File: config.mk
export PLATFORM = sky130hd
export DESIGN_NAME = fp_add
export DESIGN_NICKNAME = d
export VERILOG_FILES = /design/src/source/fp_add_pkg.sv /design/src/source/fp_stage_if.sv /design/src/source/fp_unpack.sv /design/src/source/fp_align.sv /design/src/source/fp_mantissa_add.sv /design/src/source/fp_normalize.sv /design/src/source/fp_round.sv /design/src/source/fp_add.sv
export SDC_FILE = /design/constraint.sdc
export NUM_CORES = 2
export LEC_CHECK = 0
export BUFFER_PORTS_ARGS = -buffer_cell sky130_fd_sc_hd__buf_2
export CORE_MARGIN = 4
export CORE_UTILIZATION = 55
export DETAILED_ROUTE_END_ITERATION = 7
export MAX_ROUTING_LAYER = met4
export PLACE_DENSITY = 0.72
export SYNTH_ARGS = -nofsm -noshare
export SYNTH_HDL_FRONTEND = slang
export SYNTH_SLANG_ARGS = --single-unit
export TNS_END_PERCENT = 5
File: constraint.sdc
create_clock -name clk -period 8.39 [get_ports clk]
set_clock_uncertainty 0.05 [all_clocks]
set_input_delay 2.517 -clock clk [delete_from_list [all_inputs] [get_ports clk]]
set_output_delay 2.517 -clock clk [all_outputs]
set_load 0.005 [all_outputs]
File: src/source/fp_add_pkg.sv
package fp_add_pkg;

    ////////////////////////////////////////
    // default widths (double precision)
    ////////////////////////////////////////

    // biased exponent field width
    localparam int EXP_WIDTH  = 11;

    // stored fraction width, hidden bit not included
    localparam int FRAC_WIDTH = 52;

    // extra low bits under the significand for guard, round and sticky
    // adder width is frac_width + hidden bit + carry + sign + GRS_WIDTH
    localparam int GRS_WIDTH  = 3;

    ////////////////////////////////////////
    // significand operation
    ////////////////////////////////////////

    // picked from the operand sign pair in the align stage
    // a+b for equal signs, a-b for (+a,-b), b-a for (-a,+b)
    typedef enum logic [1:0] {
        OP_A_ADD_B = 2'd0,
        OP_A_SUB_B = 2'd1,
        OP_B_SUB_A = 2'd2
    } sig_op_e;

endpackage

File: src/source/fp_stage_if.sv
`timescale 1ns/10ps

// stage 1 to stage 2: split operands and exponent compare
interface unpacked_if
    import fp_add_pkg::*;
#(
    parameter int exp_width  = EXP_WIDTH,
    parameter int frac_width = FRAC_WIDTH
);
    logic                  valid;
    logic                  sign_a;
    logic                  sign_b;
    logic [exp_width-1:0]  exp_a;
    logic [exp_width-1:0]  exp_b;
    // significands with hidden bit restored
    logic [frac_width:0]   sig_a;
    logic [frac_width:0]   sig_b;
    logic                  a_exp_larger;
    logic [exp_width-1:0]  exp_diff;

    modport src (output valid, sign_a, sign_b, exp_a, exp_b, sig_a, sig_b,
                 a_exp_larger, exp_diff);
    modport snk (input  valid, sign_a, sign_b, exp_a, exp_b, sig_a, sig_b,
                 a_exp_larger, exp_diff);
endinterface

// stage 2 to stage 3: aligned significands in adder width
interface aligned_if
    import fp_add_pkg::*;
#(
    parameter int exp_width  = EXP_WIDTH,
    parameter int frac_width = FRAC_WIDTH
);
    logic                                 valid;
    sig_op_e                              op;
    logic                                 sign_a;
    logic                                 sign_b;
    logic [exp_width-1:0]                 exp;
    logic [frac_width+GRS_WIDTH+2:0]      sig_a;
    logic [frac_width+GRS_WIDTH+2:0]      sig_b;

    modport src (output valid, op, sign_a, sign_b, exp, sig_a, sig_b);
    modport snk (input  valid, op, sign_a, sign_b, exp, sig_a, sig_b);
endinterface

// stage 3 to stage 4: signed significand sum, msb is the sign
interface sum_if
    import fp_add_pkg::*;
#(
    parameter int exp_width  = EXP_WIDTH,
    parameter int frac_width = FRAC_WIDTH
);
    logic                                 valid;
    logic                                 sign_a;
    logic                                 sign_b;
    logic [exp_width-1:0]                 exp;
    logic [frac_width+GRS_WIDTH+2:0]      sum;

    modport src (output valid, sign_a, sign_b, exp, sum);
    modport snk (input  valid, sign_a, sign_b, exp, sum);
endinterface

// stage 4 to stage 5: normalized fraction plus rounding bits
interface normalized_if
    import fp_add_pkg::*;
#(
    parameter int exp_width  = EXP_WIDTH,
    parameter int frac_width = FRAC_WIDTH
);
    logic                   valid;
    logic                   sign;
    logic [exp_width-1:0]   exp;
    logic [frac_width-1:0]  frac;
    logic                   lsb;
    logic                   guard;
    logic                   round_bit;
    logic                   sticky;

    modport src (output valid, sign, exp, frac, lsb, guard, round_bit, sticky);
    modport snk (input  valid, sign, exp, frac, lsb, guard, round_bit, sticky);
endinterface

File: src/source/fp_unpack.sv
`timescale 1ns/10ps

module fp_unpack
    import fp_add_pkg::*;
#(
    parameter int exp_width  = EXP_WIDTH,
    parameter int frac_width = FRAC_WIDTH
) (
    input  logic                          clk,
    input  logic                          rst_n,
    input  logic [exp_width+frac_width:0] a,
    input  logic [exp_width+frac_width:0] b,
    input  logic                          in_valid,
    unpacked_if.src                       up
);

    logic [exp_width-1:0] exp_a;
    logic [exp_width-1:0] exp_b;
    logic                 a_larger;

    // field split, sign on top, fraction at the bottom
    assign exp_a    = a[exp_width+frac_width-1:frac_width];
    assign exp_b    = b[exp_width+frac_width-1:frac_width];
    // equal exponents go to the b side, diff is zero either way
    assign a_larger = exp_a > exp_b;

    always_ff @(posedge clk or negedge rst_n) begin
        if (!rst_n) begin
            up.valid        <= 1'b0;
            up.sign_a       <= 1'b0;
            up.sign_b       <= 1'b0;
            up.exp_a        <= '0;
            up.exp_b        <= '0;
            up.sig_a        <= '0;
            up.sig_b        <= '0;
            up.a_exp_larger <= 1'b0;
            up.exp_diff     <= '0;
        end else begin
            up.valid        <= in_valid;
            up.sign_a       <= a[exp_width+frac_width];
            up.sign_b       <= b[exp_width+frac_width];
            up.exp_a        <= exp_a;
            up.exp_b        <= exp_b;
            // hidden bit only for a nonzero exponent, so zero stays zero
            up.sig_a        <= {|exp_a, a[frac_width-1:0]};
            up.sig_b        <= {|exp_b, b[frac_width-1:0]};
            up.a_exp_larger <= a_larger;
            up.exp_diff     <= a_larger ? (exp_a - exp_b) : (exp_b - exp_a);
        end
    end

endmodule

File: src/source/fp_align.sv
`timescale 1ns/10ps

module fp_align
    import fp_add_pkg::*;
#(
    parameter int exp_width  = EXP_WIDTH,
    parameter int frac_width = FRAC_WIDTH
) (
    input  logic    clk,
    input  logic    rst_n,
    unpacked_if.snk up,
    aligned_if.src  al
);

    // sign, carry, hidden + fraction, guard/round/sticky
    localparam int aw = frac_width + GRS_WIDTH + 3;

    logic [aw-1:0] ext_a;
    logic [aw-1:0] ext_b;
    logic [aw-1:0] small_ext;
    logic [aw-1:0] lost_mask;
    logic [aw-1:0] shifted;
    logic          sticky;
    sig_op_e       op;

    ////////////////////////////////////////
    // alignment shift
    ////////////////////////////////////////

    // two zero top bits, grs bits zero below
    assign ext_a     = {2'b00, up.sig_a, {GRS_WIDTH{1'b0}}};
    assign ext_b     = {2'b00, up.sig_b, {GRS_WIDTH{1'b0}}};
    assign small_ext = up.a_exp_larger ? ext_b : ext_a;

    // mask of the bits that drop off the low end, all ones past aw
    assign lost_mask = ~({aw{1'b1}} << up.exp_diff);
    assign sticky    = |(small_ext & lost_mask);
    // lost bits fold into bit 0 as sticky
    assign shifted   = (small_ext >> up.exp_diff) | {{(aw-1){1'b0}}, sticky};

    ////////////////////////////////////////
    // operation from the sign pair
    ////////////////////////////////////////

    always_comb begin
        case ({up.sign_a, up.sign_b})
            2'b01:   op = OP_A_SUB_B;
            2'b10:   op = OP_B_SUB_A;
            default: op = OP_A_ADD_B;
        endcase
    end

    always_ff @(posedge clk or negedge rst_n) begin
        if (!rst_n) begin
            al.valid  <= 1'b0;
            al.op     <= OP_A_ADD_B;
            al.sign_a <= 1'b0;
            al.sign_b <= 1'b0;
            al.exp    <= '0;
            al.sig_a  <= '0;
            al.sig_b  <= '0;
        end else begin
            al.valid  <= up.valid;
            al.op     <= op;
            al.sign_a <= up.sign_a;
            al.sign_b <= up.sign_b;
            // larger exponent is the result exponent before normalization
            al.exp    <= up.a_exp_larger ? up.exp_a : up.exp_b;
            al.sig_a  <= up.a_exp_larger ? ext_a : shifted;
            al.sig_b  <= up.a_exp_larger ? shifted : ext_b;
        end
    end

endmodule

File: src/source/fp_mantissa_add.sv
`timescale 1ns/10ps

module fp_mantissa_add
    import fp_add_pkg::*;
#(
    parameter int exp_width  = EXP_WIDTH,
    parameter int frac_width = FRAC_WIDTH
) (
    input  logic    clk,
    input  logic    rst_n,
    aligned_if.snk  al,
    sum_if.src      sm
);

    localparam int aw = frac_width + GRS_WIDTH + 3;

    logic [aw-1:0] sum;

    // two's complement in aw bits, top bit ends up as the sign
    always_comb begin
        case (al.op)
            OP_A_SUB_B: sum = al.sig_a - al.sig_b;
            OP_B_SUB_A: sum = al.sig_b - al.sig_a;
            default:    sum = al.sig_a + al.sig_b;
        endcase
    end

    always_ff @(posedge clk or negedge rst_n) begin
        if (!rst_n) begin
            sm.valid  <= 1'b0;
            sm.sign_a <= 1'b0;
            sm.sign_b <= 1'b0;
            sm.exp    <= '0;
            sm.sum    <= '0;
        end else begin
            sm.valid  <= al.valid;
            sm.sign_a <= al.sign_a;
            sm.sign_b <= al.sign_b;
            sm.exp    <= al.exp;
            sm.sum    <= sum;
        end
    end

endmodule

File: src/source/fp_normalize.sv
`timescale 1ns/10ps

module fp_normalize
    import fp_add_pkg::*;
#(
    parameter int exp_width  = EXP_WIDTH,
    parameter int frac_width = FRAC_WIDTH
) (
    input  logic        clk,
    input  logic        rst_n,
    sum_if.snk          sm,
    normalized_if.src   nm
);

    localparam int aw  = frac_width + GRS_WIDTH + 3;
    // magnitude width, sign bit dropped, msb is the carry position
    localparam int nw  = aw - 1;
    localparam int lzw = $clog2(nw + 1);

    logic          neg;
    logic [aw-1:0] mag_full;
    logic [nw-1:0] mag;
    logic [nw-1:0] norm;
    logic [lzw-1:0] lz;
    logic          zero;
    logic          sign;

    ////////////////////////////////////////
    // magnitude and leading zero count
    ////////////////////////////////////////

    assign neg      = sm.sum[aw-1];
    assign mag_full = neg ? (~sm.sum + {{(aw-1){1'b0}}, 1'b1}) : sm.sum;
    assign mag      = mag_full[nw-1:0];
    assign zero     = ~|mag;

    // priority scan, the highest set bit wins
    always_comb begin
        lz = '0;
        for (int i = 0; i < nw; i++) begin
            if (mag[i]) begin
                lz = lzw'(nw - 1 - i);
            end
        end
    end

    // leading one lands on the carry position
    // a carry result needs no shift, its bit 0 goes into sticky
    assign norm = mag << lz;

    // result sign
    always_comb begin
        if (zero) begin
            // exact cancellation gives +0, only -0 + -0 stays negative
            sign = sm.sign_a & sm.sign_b;
        end else if (sm.sign_a == sm.sign_b) begin
            sign = sm.sign_a;
        end else begin
            sign = neg;
        end
    end

    always_ff @(posedge clk or negedge rst_n) begin
        if (!rst_n) begin
            nm.valid     <= 1'b0;
            nm.sign      <= 1'b0;
            nm.exp       <= '0;
            nm.frac      <= '0;
            nm.lsb       <= 1'b0;
            nm.guard     <= 1'b0;
            nm.round_bit <= 1'b0;
            nm.sticky    <= 1'b0;
        end else begin
            nm.valid     <= sm.valid;
            nm.sign      <= sign;
            // leading one one above hidden means +1, each left shift -1
            nm.exp       <= zero ? '0 : (sm.exp + exp_width'(1) - exp_width'(lz));
            // fraction sits just below the leading one
            nm.frac      <= norm[nw-2 -: frac_width];
            nm.lsb       <= norm[GRS_WIDTH+1];
            nm.guard     <= norm[GRS_WIDTH];
            nm.round_bit <= norm[GRS_WIDTH-1];
            nm.sticky    <= |norm[GRS_WIDTH-2:0];
        end
    end

endmodule

File: src/source/fp_round.sv
`timescale 1ns/10ps

module fp_round
    import fp_add_pkg::*;
#(
    parameter int exp_width  = EXP_WIDTH,
    parameter int frac_width = FRAC_WIDTH
) (
    input  logic                          clk,
    input  logic                          rst_n,
    normalized_if.snk                     nm,
    output logic [exp_width+frac_width:0] result,
    output logic                          out_valid
);

    logic                  round_up;
    logic [frac_width+1:0] sig_rnd;
    logic                  carry;
    logic [frac_width-1:0] frac_out;
    logic [exp_width-1:0]  exp_out;

    // nearest even: above half, or exactly half with odd lsb
    assign round_up = nm.guard & (nm.round_bit | nm.sticky | nm.lsb);

    // spare top bit and hidden one, so the carry out shows up on top
    assign sig_rnd  = {2'b01, nm.frac} + {{(frac_width+1){1'b0}}, round_up};
    assign carry    = sig_rnd[frac_width+1];

    // 1.111..1 + ulp -> 10.000..0, shift right once and bump exponent
    assign frac_out = carry ? sig_rnd[frac_width:1] : sig_rnd[frac_width-1:0];
    assign exp_out  = nm.exp + {{(exp_width-1){1'b0}}, carry};

    always_ff @(posedge clk or negedge rst_n) begin
        if (!rst_n) begin
            out_valid <= 1'b0;
            result    <= '0;
        end else begin
            out_valid <= nm.valid;
            result    <= {nm.sign, exp_out, frac_out};
        end
    end

endmodule

File: src/source/fp_add.sv
`timescale 1ns/10ps

module fp_add
    import fp_add_pkg::*;
#(
    parameter int exp_width  = EXP_WIDTH,
    parameter int frac_width = FRAC_WIDTH
) (
    input  logic                          clk,
    input  logic                          rst_n,
    input  logic [exp_width+frac_width:0] a,
    input  logic [exp_width+frac_width:0] b,
    input  logic                          in_valid,
    output logic [exp_width+frac_width:0] result,
    output logic                          out_valid
);

    ////////////////////////////////////////
    // stage links
    ////////////////////////////////////////

    unpacked_if   #(.exp_width(exp_width), .frac_width(frac_width)) up_if ();
    aligned_if    #(.exp_width(exp_width), .frac_width(frac_width)) al_if ();
    sum_if        #(.exp_width(exp_width), .frac_width(frac_width)) sm_if ();
    normalized_if #(.exp_width(exp_width), .frac_width(frac_width)) nm_if ();

    ////////////////////////////////////////
    // five stage chain, one register each
    ////////////////////////////////////////

    // stage 1, split and exponent compare
    fp_unpack #(.exp_width(exp_width), .frac_width(frac_width)) unpack_i (
        .clk      (clk),
        .rst_n    (rst_n),
        .a        (a),
        .b        (b),
        .in_valid (in_valid),
        .up       (up_if.src)
    );

    // stage 2, alignment shift with sticky
    fp_align #(.exp_width(exp_width), .frac_width(frac_width)) align_i (
        .clk   (clk),
        .rst_n (rst_n),
        .up    (up_if.snk),
        .al    (al_if.src)
    );

    // stage 3, significand add or subtract
    fp_mantissa_add #(.exp_width(exp_width), .frac_width(frac_width)) add_i (
        .clk   (clk),
        .rst_n (rst_n),
        .al    (al_if.snk),
        .sm    (sm_if.src)
    );

    // stage 4, normalization
    fp_normalize #(.exp_width(exp_width), .frac_width(frac_width)) normalize_i (
        .clk   (clk),
        .rst_n (rst_n),
        .sm    (sm_if.snk),
        .nm    (nm_if.src)
    );

    // stage 5, rounding and packing
    fp_round #(.exp_width(exp_width), .frac_width(frac_width)) round_i (
        .clk       (clk),
        .rst_n     (rst_n),
        .nm        (nm_if.snk),
        .result    (result),
        .out_valid (out_valid)
    );

endmodule

==> out/metrics.yaml <==
gr-usage-all-layers_pct: 30.6
min_from: "add_i.sm.valid"
final_cell_mix: "dfrtp_1 (469), nand2_1 (391), nor2_1 (365)"
p_leak_uw: 0.0170
fin_tns_setup_ps: 0
synthCells: 4128
grt_remaining_overflow: 0
worst_slew_pin_slew_ps: 1060
max_freq_ghz: 0.148
fill_cells: 5589
die_y_um: 263
crit_type: "reg -> reg"
powerDensity_nw_per_um2: 312
ys_seq_area_share_pct: 33.3
holdPathStages: 0
synth-edff-count: 0
period_share_pct: 80.8
cts_tree: "yes"
final_common_cell: "dfrtp_1"
final_area_sq_um: 39100
drt_iter0_markers: 3405
total_power_uw: 12200
status: "complete, no violations"
worst_r2r_startpoint: "align_i.al.sig_a[4]"
maxCapViolations: 0
io_buffers: 195
synth_area_sq_um: 35800
core_sq_um: 64300
drive_gt1_share_pct: 12.3
whs_ps: 297
peakVddDrop_mv: 0.164
cp.arrival_ps: 7260
ios: 196
fin_crit_ps: 6780
hold_violations: 0
grt_setup_unrepaired: "no"
synthArstFlopShare_pct: 100
drt_first_pass_iters: 5
fin_nets: 4475
critPathLaunchType: "flip-flop"
cp_slowest_stage_delay_ps: 640
crit_slowest_cell: "nor4_1"
placed_cell_area_sq_um: 37300
hpwl_um: 82900
crit_path_max_fanout: 5
finalSetupViolCount: 0
synthAdderAreaFrac_pct: 5.70
holdPathEnd: "normalize_i.nm.valid"
slew_viol_final: 0
ys_warn_count: 0
ys_types: 109
syn_area_per_cell_sq_um: 8.66
area_growth_pct: 9.36
hp-class: "reg -> reg"
dieWidth_um: 263
synth_top_flop_cell: "dfrtp_1"
reg2reg_slack_ps: 1610
synthMuxAreaShare_pct: 9.66
vias: 32300
syn-num-nets: 4419
grt_max_degree: 180
via_per_inst: 6.35
routed_wl_um: 108000
die-area_sq_um: 69100
grt_pass1_wl_um: 169000
clk_path_buf_depth: 3
fp-row-count: 93
post_cts_buffers: 0
place_congestion: 1.01
critPathRequiredTime_ps: 8870
synth_simple_gate_area_share_pct: 17.3
crit_path_end_kind: "flip-flop"
initial_utilization_pct: 55.6
wire_per_inst_um: 21.2
cts_root_buf: "clkbuf_16"
worstSkewPairLatency_ps: 610
reg2regPathDepth: 28
cpMostUsedCell: "a21o_1"
ant_nets: 0
ys_ff_latch: 476
grt_pass1_vias: 30400
cts_resized: 0
cts_inserted_buffers: 51
antenna_found_initial: 0
drc_errors: 0
h-tree-depth: 2
synth_compound_area_share_pct: 22.0
maxSlewHeadroom_pct: 28.4
clk_pin_slew_ps: 60
hold_buffers: 0
timing.rr.end: "add_i.sm.sum[57]"
cts.sinks: 476
synth_top_family_by_area: "compound AO/OA/AOI/OAI gates"
synth-xor-area-share_pct: 7.30
[critical path, delay by kind of cell (launching register included)]
kind | cells | cell delay [ps]
adder cells (fa/ha/maj) | 1 | 190
AO/OA/AOI/OAI | 14 | 2780
XOR/XNOR | 1 | 140
flip-flops | 1 | 430
multiplexers | 1 | 370
buffers and inverters | 1 | 130
AND/OR/NAND/NOR | 10 | 2650
[registers in the layout, indices dropped and copies added, names as in the netlist, 2 cells and up]
register              count
unpack_i.up.exp_diff     11
unpack_i.up.sig_b        53
normalize_i.nm.exp       11
round_i.result           64
normalize_i.nm.frac      52
align_i.al.sig_a         56
unpack_i.up.sig_a        53
add_i.sm.sum             58
align_i.al.sig_b         56
unpack_i.up.exp_a        11
align_i.al.exp           11
unpack_i.up.exp_b        11
align_i.al.op             2
add_i.sm.exp             11
[metrics by stage]
step,setup WS (ps),utilization (%),instances
finish,1610,60.8,5083
global route,967,60.8,5082
CTS,1690,60.8,5082
detailed placement,1690,57.9,4986
global placement,1760,57.9,4986
floorplan,2420,-,4128
[power breakdown]
part	total (uW)	switching [uW]	internal [uW]
logic	6330	3910	2420
registers	3470	597	2880
clock network	2400	953	1440
[cell families (layout without fill, tap and decap cells)]
family | after synthesis | after routing
flip-flops | 476 | 476
buffers and inverters | 410 | 509
other | 0 | 1
XOR/XNOR | 298 | 298
multiplexers | 293 | 293
adder cells (fa/ha/maj) | 160 | 160
AO/OA/AOI/OAI | 1195 | 1195
AND/OR/NAND/NOR | 1296 | 1296
[layout make-up]
| type | count | area [sq um] | share of cell area, % |
|---|---|---|---|
| Inverter | 157 | 597 | 1.53 |
| Clock inverter | 28 | 374 | 0.957 |
| Antenna cell | 1 | 2.50 | 0.00640 |
| Tap cell | 855 | 1070 | 2.74 |
| Clock buffer | 68 | 1450 | 3.71 |
| Timing Repair Buffer | 256 | 1480 | 3.79 |
| Multi-Input combinational cell | 3242 | 22200 | 56.8 |
| Sequential cell | 476 | 11900 | 30.5 |
[layer usage]
layer | part of all wire (%) | track usage, %
met5 | 0 | -
met2 | 46 | 47.8
met4 | 4.1 | 11.0
met3 | 7.2 | 3.86
met1 | 42 | 41.5
[how the worst max path moves through the flow]
stage | from | end | slack [ps] | depth (start not counted)
global route | align_i.al.sig_a[4] | add_i.sm.sum[57] | 970 | 28
global placement | align_i.al.sig_a[4] | add_i.sm.sum[57] | 1760 | 28
floorplan | add_i.sm.sum[12] | normalize_i.nm.exp[10] | 2420 | 26
CTS | align_i.al.sig_a[4] | add_i.sm.sum[57] | 1690 | 28
detailed placement | align_i.al.sig_a[4] | add_i.sm.sum[57] | 1690 | 28
finish | align_i.al.sig_a[4] | add_i.sm.sum[57] | 1610 | 28
[Yosys cell counts, drive strengths merged, types with 47 or more instances]
master,number,area (sq um)
mux2i,196,1970
ha,155,1940
nor2,366,1380
mux2,62,698
buf,76,405
nand2,391,1470
a31oi,47,300
inv,153,582
a21o,96,721
xnor2,158,1380
clkbuf,177,666
a211oi,76,576
xor2,140,1230
o21ai,243,1230
a21oi,318,1600
nor4,48,367
nand3,91,460
dfrtp,476,11900
o31ai,104,810
nor3,119,623
Power figures use the tool's default switching activity.
